`src/common/lc3b_config.svh`:
```
`ifndef LC3B_CONFIG_SVH
`define LC3B_CONFIG_SVH

// address of the first instruction fetched after reset.
`define LC3B_RESET_PC 16'h0000

// byte address width of the wishbone master port.
`define LC3B_WB_AW 16

`endif

```
`src/common/lc3b_pkg.sv`:
```
`default_nettype none

package lc3b_pkg;

	// lc-3b major opcodes, instruction bits 15 to 12.
	typedef enum logic [3:0] {
		op_br   = 4'b0000,
		op_add  = 4'b0001,
		op_ldb  = 4'b0010,
		op_stb  = 4'b0011,
		op_jsr  = 4'b0100,
		op_and  = 4'b0101,
		op_ldr  = 4'b0110,
		op_str  = 4'b0111,
		op_rti  = 4'b1000,
		op_not  = 4'b1001,
		op_ldi  = 4'b1010,
		op_sti  = 4'b1011,
		op_jmp  = 4'b1100,
		op_shf  = 4'b1101,
		op_lea  = 4'b1110,
		op_trap = 4'b1111
	} lc3b_opcode_t;

	typedef enum logic [2:0] {
		alu_add, alu_and, alu_not, alu_pass, alu_sll, alu_srl, alu_sra
	} lc3b_aluop_t;

	typedef enum logic [1:0] {pc_next, pc_branch, pc_reg, pc_jsr} lc3b_pcsel_t;

	typedef enum logic [1:0] {wb_alu, wb_mem, wb_pc, wb_lea} lc3b_wbsel_t;

	typedef enum logic [1:0] {b_reg, b_imm5, b_off6, b_shamt} lc3b_alubsel_t;

	typedef enum logic [2:0] {
		st_fetch, st_decode, st_execute, st_mem, st_writeback
	} lc3b_state_t;

endpackage

`default_nettype wire

```
`src/decode/gen_control.sv`:
```
`timescale 1ns/1ns
`default_nettype none

module gen_control (
	input  lc3b_pkg::lc3b_opcode_t  opcode,
	input  logic [11:0]             ir_bits,
	output lc3b_pkg::lc3b_aluop_t   alu_op,
	output lc3b_pkg::lc3b_alubsel_t alu_b_sel,
	output lc3b_pkg::lc3b_pcsel_t   pc_sel,
	output lc3b_pkg::lc3b_wbsel_t   wb_sel_src,
	output logic                    reg_load,
	output logic                    cc_load,
	output logic                    mem_read,
	output logic                    mem_write,
	output logic                    dest_r7,
	output logic                    sr1_is_dest
);

	always_comb begin
		// defaults give no write and pc plus 2.
		alu_op      = lc3b_pkg::alu_add;
		alu_b_sel   = lc3b_pkg::b_reg;
		pc_sel      = lc3b_pkg::pc_next;
		wb_sel_src  = lc3b_pkg::wb_alu;
		reg_load    = 1'b0;
		cc_load     = 1'b0;
		mem_read    = 1'b0;
		mem_write   = 1'b0;
		dest_r7     = 1'b0;
		sr1_is_dest = 1'b0;

		case (opcode)
			lc3b_pkg::op_add: begin
				reg_load = 1'b1;
				cc_load  = 1'b1;
				if (ir_bits[5]) begin
					alu_b_sel = lc3b_pkg::b_imm5;
				end
			end
			lc3b_pkg::op_and: begin
				alu_op   = lc3b_pkg::alu_and;
				reg_load = 1'b1;
				cc_load  = 1'b1;
				if (ir_bits[5]) begin
					alu_b_sel = lc3b_pkg::b_imm5;
				end
			end
			lc3b_pkg::op_not: begin
				alu_op   = lc3b_pkg::alu_not;
				reg_load = 1'b1;
				cc_load  = 1'b1;
			end
			lc3b_pkg::op_shf: begin
				alu_b_sel = lc3b_pkg::b_shamt;
				reg_load  = 1'b1;
				cc_load   = 1'b1;
				// bit 4 picks the direction, bit 5 arithmetic for right shifts.
				if (!ir_bits[4]) begin
					alu_op = lc3b_pkg::alu_sll;
				end else if (!ir_bits[5]) begin
					alu_op = lc3b_pkg::alu_srl;
				end else begin
					alu_op = lc3b_pkg::alu_sra;
				end
			end
			lc3b_pkg::op_lea: begin
				wb_sel_src = lc3b_pkg::wb_lea;
				reg_load   = 1'b1;
			end
			lc3b_pkg::op_br: begin
				pc_sel = lc3b_pkg::pc_branch;
			end
			lc3b_pkg::op_jmp: begin
				alu_op = lc3b_pkg::alu_pass;
				pc_sel = lc3b_pkg::pc_reg;
			end
			lc3b_pkg::op_jsr: begin
				// return address goes to r7 in both forms.
				wb_sel_src = lc3b_pkg::wb_pc;
				reg_load   = 1'b1;
				dest_r7    = 1'b1;
				if (ir_bits[11]) begin
					pc_sel = lc3b_pkg::pc_jsr;
				end else begin
					alu_op = lc3b_pkg::alu_pass;
					pc_sel = lc3b_pkg::pc_reg;
				end
			end
			lc3b_pkg::op_ldr: begin
				alu_b_sel  = lc3b_pkg::b_off6;
				wb_sel_src = lc3b_pkg::wb_mem;
				mem_read   = 1'b1;
				reg_load   = 1'b1;
				cc_load    = 1'b1;
			end
			lc3b_pkg::op_str: begin
				alu_b_sel   = lc3b_pkg::b_off6;
				mem_write   = 1'b1;
				sr1_is_dest = 1'b1;
			end
			default: begin
				// byte access, indirect, trap and rti behave as no-ops.
			end
		endcase
	end

endmodule

`default_nettype wire

```
`src/datapath/lc3b_alu.sv`:
```
`timescale 1ns/1ns
`default_nettype none

module lc3b_alu (
	input  lc3b_pkg::lc3b_aluop_t alu_op,
	input  logic [15:0]           a,
	input  logic [15:0]           b,
	output logic [15:0]           y
);

	logic [3:0] shamt;

	// shifts use only the low nibble of b.
	assign shamt = b[3:0];

	always_comb begin
		case (alu_op)
			lc3b_pkg::alu_add: begin
				y = a + b;
			end
			lc3b_pkg::alu_and: begin
				y = a & b;
			end
			lc3b_pkg::alu_not: begin
				y = ~a;
			end
			lc3b_pkg::alu_pass: begin
				y = a;
			end
			lc3b_pkg::alu_sll: begin
				y = a << shamt;
			end
			lc3b_pkg::alu_srl: begin
				y = a >> shamt;
			end
			lc3b_pkg::alu_sra: begin
				y = $unsigned($signed(a) >>> shamt);
			end
			default: begin
				y = a;
			end
		endcase
	end

endmodule

`default_nettype wire

```
`src/datapath/lc3b_regfile.sv`:
```
`timescale 1ns/1ns
`default_nettype none

module lc3b_regfile (
	input  logic        clk,
	input  logic        arst_n,
	input  logic [2:0]  rd_addr1,
	input  logic [2:0]  rd_addr2,
	input  logic [2:0]  wr_addr,
	input  logic [15:0] wr_data,
	input  logic        wr_en,
	output logic [15:0] rd_data1,
	output logic [15:0] rd_data2
);

	logic [15:0] regs [8];

	always_ff @(posedge clk or negedge arst_n) begin
		if (!arst_n) begin
			for (int i = 0; i < 8; i++) begin
				regs[i] <= 16'h0000;
			end
		end else if (wr_en) begin
			regs[wr_addr] <= wr_data;
		end
	end

	// reads see the old value during a write cycle.
	assign rd_data1 = regs[rd_addr1];
	assign rd_data2 = regs[rd_addr2];

endmodule

`default_nettype wire

```
`src/verilog/lc3b_sequencer.sv`:
```
`timescale 1ns/1ns
`default_nettype none
`include "lc3b_config.svh"

module lc3b_sequencer (
	input  logic                      clk,
	input  logic                      arst_n,
	input  lc3b_pkg::lc3b_aluop_t     alu_op,
	input  lc3b_pkg::lc3b_alubsel_t   alu_b_sel,
	input  lc3b_pkg::lc3b_pcsel_t     pc_sel,
	input  lc3b_pkg::lc3b_wbsel_t     wb_sel_src,
	input  logic                      reg_load,
	input  logic                      cc_load,
	input  logic                      mem_read,
	input  logic                      mem_write,
	input  logic                      dest_r7,
	input  logic                      sr1_is_dest,
	input  logic [15:0]               rd_data1,
	input  logic [15:0]               rd_data2,
	input  logic [15:0]               alu_y,
	input  logic [15:0]               wb_dat_i,
	input  logic                      wb_ack,
	output lc3b_pkg::lc3b_opcode_t    opcode,
	output logic [11:0]               ir_bits,
	output logic [2:0]                rd_addr1,
	output logic [2:0]                rd_addr2,
	output logic [2:0]                wr_addr,
	output logic [15:0]               wr_data,
	output logic                      wr_en,
	output lc3b_pkg::lc3b_aluop_t     ex_alu_op,
	output logic [15:0]               alu_a,
	output logic [15:0]               alu_b,
	output logic [`LC3B_WB_AW-1:0]    wb_adr,
	output logic [15:0]               wb_dat_o,
	output logic                      wb_we,
	output logic [1:0]                wb_sel,
	output logic                      wb_cyc,
	output logic                      wb_stb
);

	lc3b_pkg::lc3b_state_t   state;
	lc3b_pkg::lc3b_alubsel_t alu_b_sel_q;
	lc3b_pkg::lc3b_pcsel_t   pc_sel_q;
	lc3b_pkg::lc3b_wbsel_t   wb_sel_src_q;
	logic        reg_load_q, cc_load_q, mem_read_q, mem_write_q, dest_r7_q, sr1_is_dest_q;
	logic [15:0] pc, ir, mar, mdr, res;
	logic [2:0]  cc;
	logic        bus_req;
	logic [15:0] pc_plus2, off9, off11, off6, imm5, br_target, next_pc;
	logic        br_taken;

	assign opcode  = lc3b_pkg::lc3b_opcode_t'(ir[15:12]);
	assign ir_bits = ir[11:0];

	// sign-extended immediates, offsets in words become byte offsets.
	assign off9      = {{6{ir[8]}}, ir[8:0], 1'b0};
	assign off11     = {{4{ir[10]}}, ir[10:0], 1'b0};
	assign off6      = {{9{ir[5]}}, ir[5:0], 1'b0};
	assign imm5      = {{11{ir[4]}}, ir[4:0]};
	assign pc_plus2  = pc + 16'd2;
	assign br_target = pc_plus2 + off9;
	assign br_taken  = |(ir[11:9] & cc);

	// str reads its source on port 1 and the base on port 2.
	assign rd_addr1 = sr1_is_dest_q ? ir[11:9] : ir[8:6];
	assign rd_addr2 = sr1_is_dest_q ? ir[8:6] : ir[2:0];
	assign alu_a    = sr1_is_dest_q ? rd_data2 : rd_data1;

	always_comb begin
		case (alu_b_sel_q)
			lc3b_pkg::b_imm5:  alu_b = imm5;
			lc3b_pkg::b_off6:  alu_b = off6;
			lc3b_pkg::b_shamt: alu_b = {12'h000, ir[3:0]};
			default:           alu_b = rd_data2;
		endcase
	end

	always_comb begin
		case (wb_sel_src_q)
			lc3b_pkg::wb_mem: wr_data = mdr;
			lc3b_pkg::wb_pc:  wr_data = pc_plus2;
			lc3b_pkg::wb_lea: wr_data = br_target;
			default:          wr_data = res;
		endcase
	end

	always_comb begin
		case (pc_sel_q)
			lc3b_pkg::pc_branch: next_pc = br_taken ? br_target : pc_plus2;
			lc3b_pkg::pc_reg:    next_pc = res;
			lc3b_pkg::pc_jsr:    next_pc = pc_plus2 + off11;
			default:             next_pc = pc_plus2;
		endcase
	end

	assign wr_addr = dest_r7_q ? 3'd7 : ir[11:9];
	assign wr_en   = (state == lc3b_pkg::st_writeback) && reg_load_q;

	// bus outputs; the address is the pc unless a data access is open.
	assign wb_adr   = (state == lc3b_pkg::st_mem) ? mar : pc;
	assign wb_dat_o = mdr;
	assign wb_we    = (state == lc3b_pkg::st_mem) && mem_write_q;
	assign wb_sel   = 2'b11;
	assign wb_cyc   = bus_req;
	assign wb_stb   = bus_req;

	always_ff @(posedge clk or negedge arst_n) begin
		if (!arst_n) begin
			state         <= lc3b_pkg::st_fetch;
			pc            <= `LC3B_RESET_PC;
			cc            <= 3'b010;
			bus_req       <= 1'b0;
			ex_alu_op     <= lc3b_pkg::alu_add;
			alu_b_sel_q   <= lc3b_pkg::b_reg;
			pc_sel_q      <= lc3b_pkg::pc_next;
			wb_sel_src_q  <= lc3b_pkg::wb_alu;
			reg_load_q    <= 1'b0;
			cc_load_q     <= 1'b0;
			mem_read_q    <= 1'b0;
			mem_write_q   <= 1'b0;
			dest_r7_q     <= 1'b0;
			sr1_is_dest_q <= 1'b0;
		end else begin
			case (state)
				lc3b_pkg::st_fetch: begin
					// only the first fetch after reset opens its own cycle.
					if (!bus_req) begin
						bus_req <= 1'b1;
					end else if (wb_ack) begin
						bus_req <= 1'b0;
						state   <= lc3b_pkg::st_decode;
					end
				end
				lc3b_pkg::st_decode: begin
					ex_alu_op     <= alu_op;
					alu_b_sel_q   <= alu_b_sel;
					pc_sel_q      <= pc_sel;
					wb_sel_src_q  <= wb_sel_src;
					reg_load_q    <= reg_load;
					cc_load_q     <= cc_load;
					mem_read_q    <= mem_read;
					mem_write_q   <= mem_write;
					dest_r7_q     <= dest_r7;
					sr1_is_dest_q <= sr1_is_dest;
					state         <= lc3b_pkg::st_execute;
				end
				lc3b_pkg::st_execute: begin
					if (mem_read_q || mem_write_q) begin
						bus_req <= 1'b1;
						state   <= lc3b_pkg::st_mem;
					end else begin
						state <= lc3b_pkg::st_writeback;
					end
				end
				lc3b_pkg::st_mem: begin
					if (wb_ack) begin
						bus_req <= 1'b0;
						state   <= lc3b_pkg::st_writeback;
					end
				end
				lc3b_pkg::st_writeback: begin
					pc <= next_pc;
					if (cc_load_q) begin
						cc <= {wr_data[15], wr_data == 16'h0000,
							!wr_data[15] && (wr_data != 16'h0000)};
					end
					// next fetch starts straight away from the new pc.
					bus_req <= 1'b1;
					state   <= lc3b_pkg::st_fetch;
				end
				default: begin
					bus_req <= 1'b0;
					state   <= lc3b_pkg::st_fetch;
				end
			endcase
		end
	end

	always_ff @(posedge clk) begin
		if (state == lc3b_pkg::st_fetch && bus_req && wb_ack) begin
			ir <= wb_dat_i;
		end
		if (state == lc3b_pkg::st_execute) begin
			if (mem_read_q || mem_write_q) begin
				mar <= alu_y;
			end else begin
				res <= alu_y;
			end
			if (mem_write_q) begin
				mdr <= rd_data1;
			end
		end
		if (state == lc3b_pkg::st_mem && wb_ack && !mem_write_q) begin
			mdr <= wb_dat_i;
		end
	end

endmodule

`default_nettype wire

```
`src/verilog/lc3b_core.sv`:
```
`timescale 1ns/1ns
`default_nettype none
`include "lc3b_config.svh"

module lc3b_core (
	input  logic                   clk,
	input  logic                   arst_n,
	output logic [`LC3B_WB_AW-1:0] wb_adr,
	output logic [15:0]            wb_dat_o,
	input  logic [15:0]            wb_dat_i,
	output logic                   wb_we,
	output logic [1:0]             wb_sel,
	output logic                   wb_cyc,
	output logic                   wb_stb,
	input  logic                   wb_ack
);

	lc3b_pkg::lc3b_opcode_t  opcode;
	lc3b_pkg::lc3b_aluop_t   dec_alu_op, ex_alu_op;
	lc3b_pkg::lc3b_alubsel_t alu_b_sel;
	lc3b_pkg::lc3b_pcsel_t   pc_sel;
	lc3b_pkg::lc3b_wbsel_t   wb_sel_src;
	logic        reg_load, cc_load, mem_read, mem_write, dest_r7, sr1_is_dest;
	logic [11:0] ir_bits;
	logic [2:0]  rd_addr1, rd_addr2, wr_addr;
	logic [15:0] rd_data1, rd_data2, wr_data;
	logic        wr_en;
	logic [15:0] alu_a, alu_b, alu_y;

	gen_control u_gen_control (
		.opcode(opcode), .ir_bits(ir_bits), .alu_op(dec_alu_op), .alu_b_sel(alu_b_sel),
		.pc_sel(pc_sel), .wb_sel_src(wb_sel_src), .reg_load(reg_load), .cc_load(cc_load),
		.mem_read(mem_read), .mem_write(mem_write), .dest_r7(dest_r7),
		.sr1_is_dest(sr1_is_dest)
	);

	lc3b_sequencer u_sequencer (
		.clk(clk), .arst_n(arst_n), .alu_op(dec_alu_op), .alu_b_sel(alu_b_sel),
		.pc_sel(pc_sel), .wb_sel_src(wb_sel_src), .reg_load(reg_load), .cc_load(cc_load),
		.mem_read(mem_read), .mem_write(mem_write), .dest_r7(dest_r7),
		.sr1_is_dest(sr1_is_dest), .rd_data1(rd_data1), .rd_data2(rd_data2),
		.alu_y(alu_y), .wb_dat_i(wb_dat_i), .wb_ack(wb_ack), .opcode(opcode),
		.ir_bits(ir_bits), .rd_addr1(rd_addr1), .rd_addr2(rd_addr2), .wr_addr(wr_addr),
		.wr_data(wr_data), .wr_en(wr_en), .ex_alu_op(ex_alu_op), .alu_a(alu_a),
		.alu_b(alu_b), .wb_adr(wb_adr), .wb_dat_o(wb_dat_o), .wb_we(wb_we),
		.wb_sel(wb_sel), .wb_cyc(wb_cyc), .wb_stb(wb_stb)
	);

	lc3b_regfile u_regfile (
		.clk(clk), .arst_n(arst_n), .rd_addr1(rd_addr1), .rd_addr2(rd_addr2),
		.wr_addr(wr_addr), .wr_data(wr_data), .wr_en(wr_en),
		.rd_data1(rd_data1), .rd_data2(rd_data2)
	);

	lc3b_alu u_alu (
		.alu_op(ex_alu_op), .a(alu_a), .b(alu_b), .y(alu_y)
	);

endmodule

`default_nettype wire

```
`config.mk`:
```
export PLATFORM = sky130hd
export DESIGN_NAME = lc3b_core
export DESIGN_NICKNAME = d
export VERILOG_FILES = /design/src/common/lc3b_pkg.sv /design/src/decode/gen_control.sv /design/src/datapath/lc3b_alu.sv /design/src/datapath/lc3b_regfile.sv /design/src/verilog/lc3b_sequencer.sv /design/src/verilog/lc3b_core.sv
export VERILOG_INCLUDE_DIRS = /design/src /design/src/common
export SDC_FILE = /design/constraint.sdc
export NUM_CORES = 1
export LEC_CHECK = 0
export BUFFER_PORTS_ARGS = -buffer_cell sky130_fd_sc_hd__buf_2
export CAP_MARGIN = 20
export CORE_ASPECT_RATIO = 1.5
export CORE_MARGIN = 5
export CORE_UTILIZATION = 50
export DETAILED_ROUTE_END_ITERATION = 10
export PLACE_DENSITY = 0.72
export SYNTH_ARGS = -nofsm -noshare
export SYNTH_HDL_FRONTEND = slang
export SYNTH_SLANG_ARGS = --single-unit
export TNS_END_PERCENT = 10
```
`constraint.sdc`:
```
create_clock -name clk -period 6.7 [get_ports clk]
set_input_delay 0.335 -clock clk [delete_from_list [all_inputs] [get_ports clk]]
set_output_delay 0.335 -clock clk [all_outputs]
set_load 0.01 [all_outputs]
```
[Word level (Yosys, flattened, before mapping)]
Index checks and enable logic that the tools add are counted.
Word-level totals
  flip-flop bits (word level): 229
  input bits: 19
  output and inout bits: 37
Cells by class
  bitwise logic cells: 8
  mux-type cells: 46
  $add $sub $neg: 4
  reduce and logical (&&, ||, !) cells: 29
  shift-type cells: 3
  equal/unequal tests: 31
  magnitude comparators: 4
Operator list (number)
  $mux W16: 11
  $pmux W16 S3: 3
  $bwmux W128: 1
  $bmux W16 S3: 2
  $pmux W16 S6: 1
  $add A16 B16 Y16: 3
  $demux W16 S3: 1
  $mux W3: 8
  $pmux W2 S3: 3
  $add A16 B2 Y16 const B: 1
  $and A16 B16 Y16: 1
  $eq A4 B3 Y1 const B: 4
  $eq A4 B4 Y1 const B: 4
  $logic_not A16 Y1: 1
  $not A16 Y16: 1
  $reduce_bool A16 Y1: 1
  $shl A16 B4 Y16: 1
  $shr A16 B4 Y16: 1
  $sshr A16 B4 Y16: 1
  $pmux W3 S5: 1
  $eq A2 B2 Y1 const B: 6
  $eq A3 B3 Y1 const B: 4
  $ge A4 B4 Y1 const B: 3
  $not A3 Y4: 3
  25 further kinds: 59

[Longest topological paths before layout]
  depth after elaboration: 8
  gate-level depth with buffers: 24
  mapped depth without buffers: 19

[Modules after synthesis]
A second synthesis with hierarchy kept.
Unflattened totals
  cell total of the unflattened synthesis: 1422
  area, all modules: 16463.3 um^2
Modules (own cells, without submodules)
  lc3b_regfile: cells each 393, seq. area each 3203.1 um^2, area each 6991.7 um^2, instances 1
  lc3b_sequencer: cells each 582, seq. area each 2874.0 um^2, area each 6326.1 um^2, instances 1
  lc3b_alu: cells each 411, seq. area each 0.0 um^2, area each 2905.3 um^2, instances 1
  gen_control: cells each 36, seq. area each 0.0 um^2, area each 240.2 um^2, instances 1

[Worst setup path after synthesis]
OpenSTA, ideal clock, no wires.
  path type: flip-flop to flip-flop
  from: register u_sequencer.ir[7]
  to: register u_sequencer.mar[15], data pin
  path slack: 1.987 ns
  setup time: 0.273 ns
  arrival: 4.440 ns
  buffers on the path: 4
  clock period less this slack: 4.713 ns
  cell stages (with the launch flop): 24
  path through: edfxtp_1 > clkbuf_1 > and2_1 > clkbuf_1 > a22o_1 > a221oi_1 > nor2_1 > o31ai_1 > o21ai_1 > inv_2 > buf_2 > buf_2 > ha_1 > a211o_1 > o211ai_1 > a21oi_1 > a211o_1 > a21o_1 > a21oi_1 > o21ai_0 > a31oi_1 > xnor2_1 > nand2_1 > nand4_1
On the way
  cells in the longest elaborated chain, start to end: 8
  elaborated cells between the ends (all ways): 19
  classes of those cells: add/sub: 1; shift: 3; mux: 11; bitwise: 4
Ends and longest elaborated chain
  from (decl): line lc3b_sequencer.sv:46  | logic [15:0] pc, ir, mar, mdr, res;
  from (signal assigned): line lc3b_sequencer.sv:181  | ir <= wb_dat_i;
  $mux W3 (on tied branches): line lc3b_sequencer.sv:66, lc3b_sequencer.sv:65
  $not A3 Y4 (on tied branches): line lc3b_regfile.sv:30, lc3b_regfile.sv:29
  $bmux W16 S3 (on tied branches): line lc3b_regfile.sv:30, lc3b_regfile.sv:29
  $mux W16 (on tied branches) (2 in series): line lc3b_regfile.sv:30, lc3b_regfile.sv:29
  $pmux W16 S3 or $mux W16 (tied branches): line lc3b_sequencer.sv:70, lc3b_sequencer.sv:67
  $add A16 B16 Y16, or another cell as far along: line lc3b_alu.sv:19  | y = a + b;
  $pmux W16 S6 (*): line lc3b_alu.sv:17  | case (alu_op)
  named net alu_y[15]: line lc3b_core.sv:28  | logic [15:0] alu_a, alu_b, alu_y;
  to (signal assigned): line lc3b_sequencer.sv:185  | mar <= alu_y;
  to (decl): line lc3b_sequencer.sv:46
The timed path passes the listed nets; every way through them passes the cells marked *. The select of a mux whose other input is x is not followed.
A chain may end at the register's enable or synchronous reset.

==> reports/metrics.cfg <==
[status]
status=complete, no violations

[critical_path]
max_stage_delay_ns=0.90
cp-start-kind=flip-flop
slowest_stage=and2_1
cp.required_ns=6.99
cp_max_fo=51
path_cells=and2_1, a22o_1, a221oi_1, o21ai_0, nand2_1, mux2i_1, inv_1, ha_1, and3_1, a211o_1, a21o_1, a21oi_1, o21ai_0, a31oi_1, xnor2_1, nand2_1, nand4_1
end_kind=flip-flop
crit_arrival_ns=6.05
regToRegSetupSlack_ns=0.93
worstSetupPathType=flip-flop to flip-flop

[placed_design]
port_buffers=53
gp_congestion=0.986
postPlaceCellArea_mm2=0.0182
hpwl_mm=48.2
dp.cells=2418

[cts]
cts_tree=done
insertion_delay_ns=0.58
post_cts_buffers=0
htreeDepth=1
root_buffer=clkbuf_16
clkTransAtPathRegs_ns=0.07
cts.path.max_buffers=3
clock_sinks=229
cts_buffers=24

[sta]
post-route-min-period_ns=5.77
timing.final.hold_violations=0
rsz0062_at_grt=false
tns_ns=0
drv_slew=0
finalCritPeriodShare_pct=86.1
worstMarginPinSlew_ns=1.13
slew_headroom_pct=24.6
finClkSkew_ns=0.0314
finalSetupViolations=0
max_freq_ghz=0.173

[route]
drtIter0Drc=1894
first_pass_iters=8
wl_met3_mm=6.15
top_layer=met4
drc=0
met1_length_mm=24.0
viasPerCell=6.85
vias=16950
wl_met2_mm=31.3
wire_per_inst_um=27.3
ant_nets=0
wl_mm=67.6

[logic_synthesis]
ys.warnings.count=0
synth.area.top_cells=dfrtp_1 (23%), edfxtp_1 (11%), mux2_2 (11%), nand2_1 (8.1%), mux2i_1 (4.1%)
synth_top_area_share_pct=23.5
ys_dominant_reg_cell=dfrtp_1
synth_area_mm2=0.0175
seq_area_frac_synth_pct=34.6
ys_top_cells_by_count=nand2_1 (378), mux2_2 (166), dfrtp_1 (164), o21ai_0 (138), a21oi_1 (115)
synth_edf_count=64
synth_most_common_cell=nand2_1
synth_cell_types=77
synth-seq-cells=229
synth_cells=1989
async_flop_share_pct=72.1
synth.avg_cell_area_um2=8.79
synth_top_cell_by_area=dfrtp_1

[finish]
largest_register_ffs=128
final_nets=2045
instances_no_fill=2476
antennaDiodeCount=0
fillCellCount=3074
fin_util_pct=55.1
fin_area_mm2=0.0192
area_growth_pct=9.67
drive_above_1_share_pct=18.1
largest-register=u_regfile.regs

[floorplanning]
die_height_um=239
die_w_um=163
die_area_mm2=0.0389
rows=84
core-area_mm2=0.0348
start_util_pct=50.3
ios=56

[global_routing]
grt_antenna_before_repair=0
grt_pass1_wl_mm=102
grt_max_degree=96
track_usage_pct=34.2
grt_pass1_vias=16575
globalRouteOverflowTotal=0

[flow_run]
cap_violations=0

[min_path]
worstHoldPathType=input port to flip-flop

[stage by stage]
stage | setup WS (ns) | hold slack, ns
final | 0.932 | 0.0304
after global routing | 0.626 | 0.0164
after global placement | 1.07 | 0.451
after CTS | 1.07 | 0.00240
after floorplan | 1.99 | 0.0394
after detailed placement | 1.08 | 0.458
[logic make-up after synthesis]
family / synth area share (%)
AO/OA/AOI/OAI: 24.5
AND/OR/NAND/NOR: 14.4
multiplexers: 16.5
flip-flops: 34.6
buffers and inverters: 4.61
XOR/XNOR: 2.40
adder cells (fa/ha/maj): 3.02
other: 0.0214
[per-layer routing]
layer / global-route usage (%) / vias up
met4: 25.6 / 0
met3: 6.09 / 327
met2: 55.5 / 1119
met5: 0 / -
met1: 40.1 / 8109
li1: - / 7395
[worst max-delay path, delay by kind of cell, from the launching register on]
kind	cells	cell delay [ns]
AOI/OAI and AO/OA	8	1.77
and+or+nand+nor	5	1.45
DFF	1	0.88
muxes	1	0.72
adders and majority gates	1	0.39
buffers and inverters	1	0.16
xor gates and xnor gates	1	0.08
[worst paths after layout]
| check | start | to | cells past startpoint |
|---|---|---|---|
| setup / recovery | u_sequencer.mem_write_q | u_sequencer.mar[15] | 17 |
| hold / removal | wb_dat_i[2] | u_sequencer.ir[2] | 1 |
| setup reg to reg | u_sequencer.mem_write_q | u_sequencer.mar[15] | 17 |
| hold reg to reg | u_sequencer.cc[1] | u_sequencer.cc[1] | 2 |
| max in group asynchronous | arst_n | u_sequencer.pc[0] | 3 |
| min in group asynchronous | arst_n | u_regfile.regs[75] | 2 |
[layout make-up]
cell class	count	area, µm²	share of cell area (%)
clock buffers	32	676	3.52
clock inverters	12	129	0.672
inverters	42	158	0.822
multi-input cells	1562	10700	55.9
flip-flops and latches	229	6060	31.6
well taps	473	592	3.09
repair buffers	126	855	4.46
[placed cells by master (no fill, tap or decap), types with 25 or more instances in the layout]
master,n
a211oi_1,78
mux2i_1,69
xnor2_1,29
a22o_1,66
edfxtp_1,64
buf_2,52
nand2_1,378
clkbuf_16,25
buf_4,59
mux2_2,166
dfrtp_1,163
nand3_1,34
ha_1,39
a221oi_1,51
inv_1,37
a21oi_1,113
o21ai_0,138
nor2_1,87
[timing repair]
item | in CTS | in global routing
gates resized for setup | 0 | 0
endpoints found under the hold margin | 106 | 1
hold buffers | 13 | 1
Power is left out: the tool's default activity adds up to more than one toggle a clock period on the data nets, which glitch-free logic cannot reach.
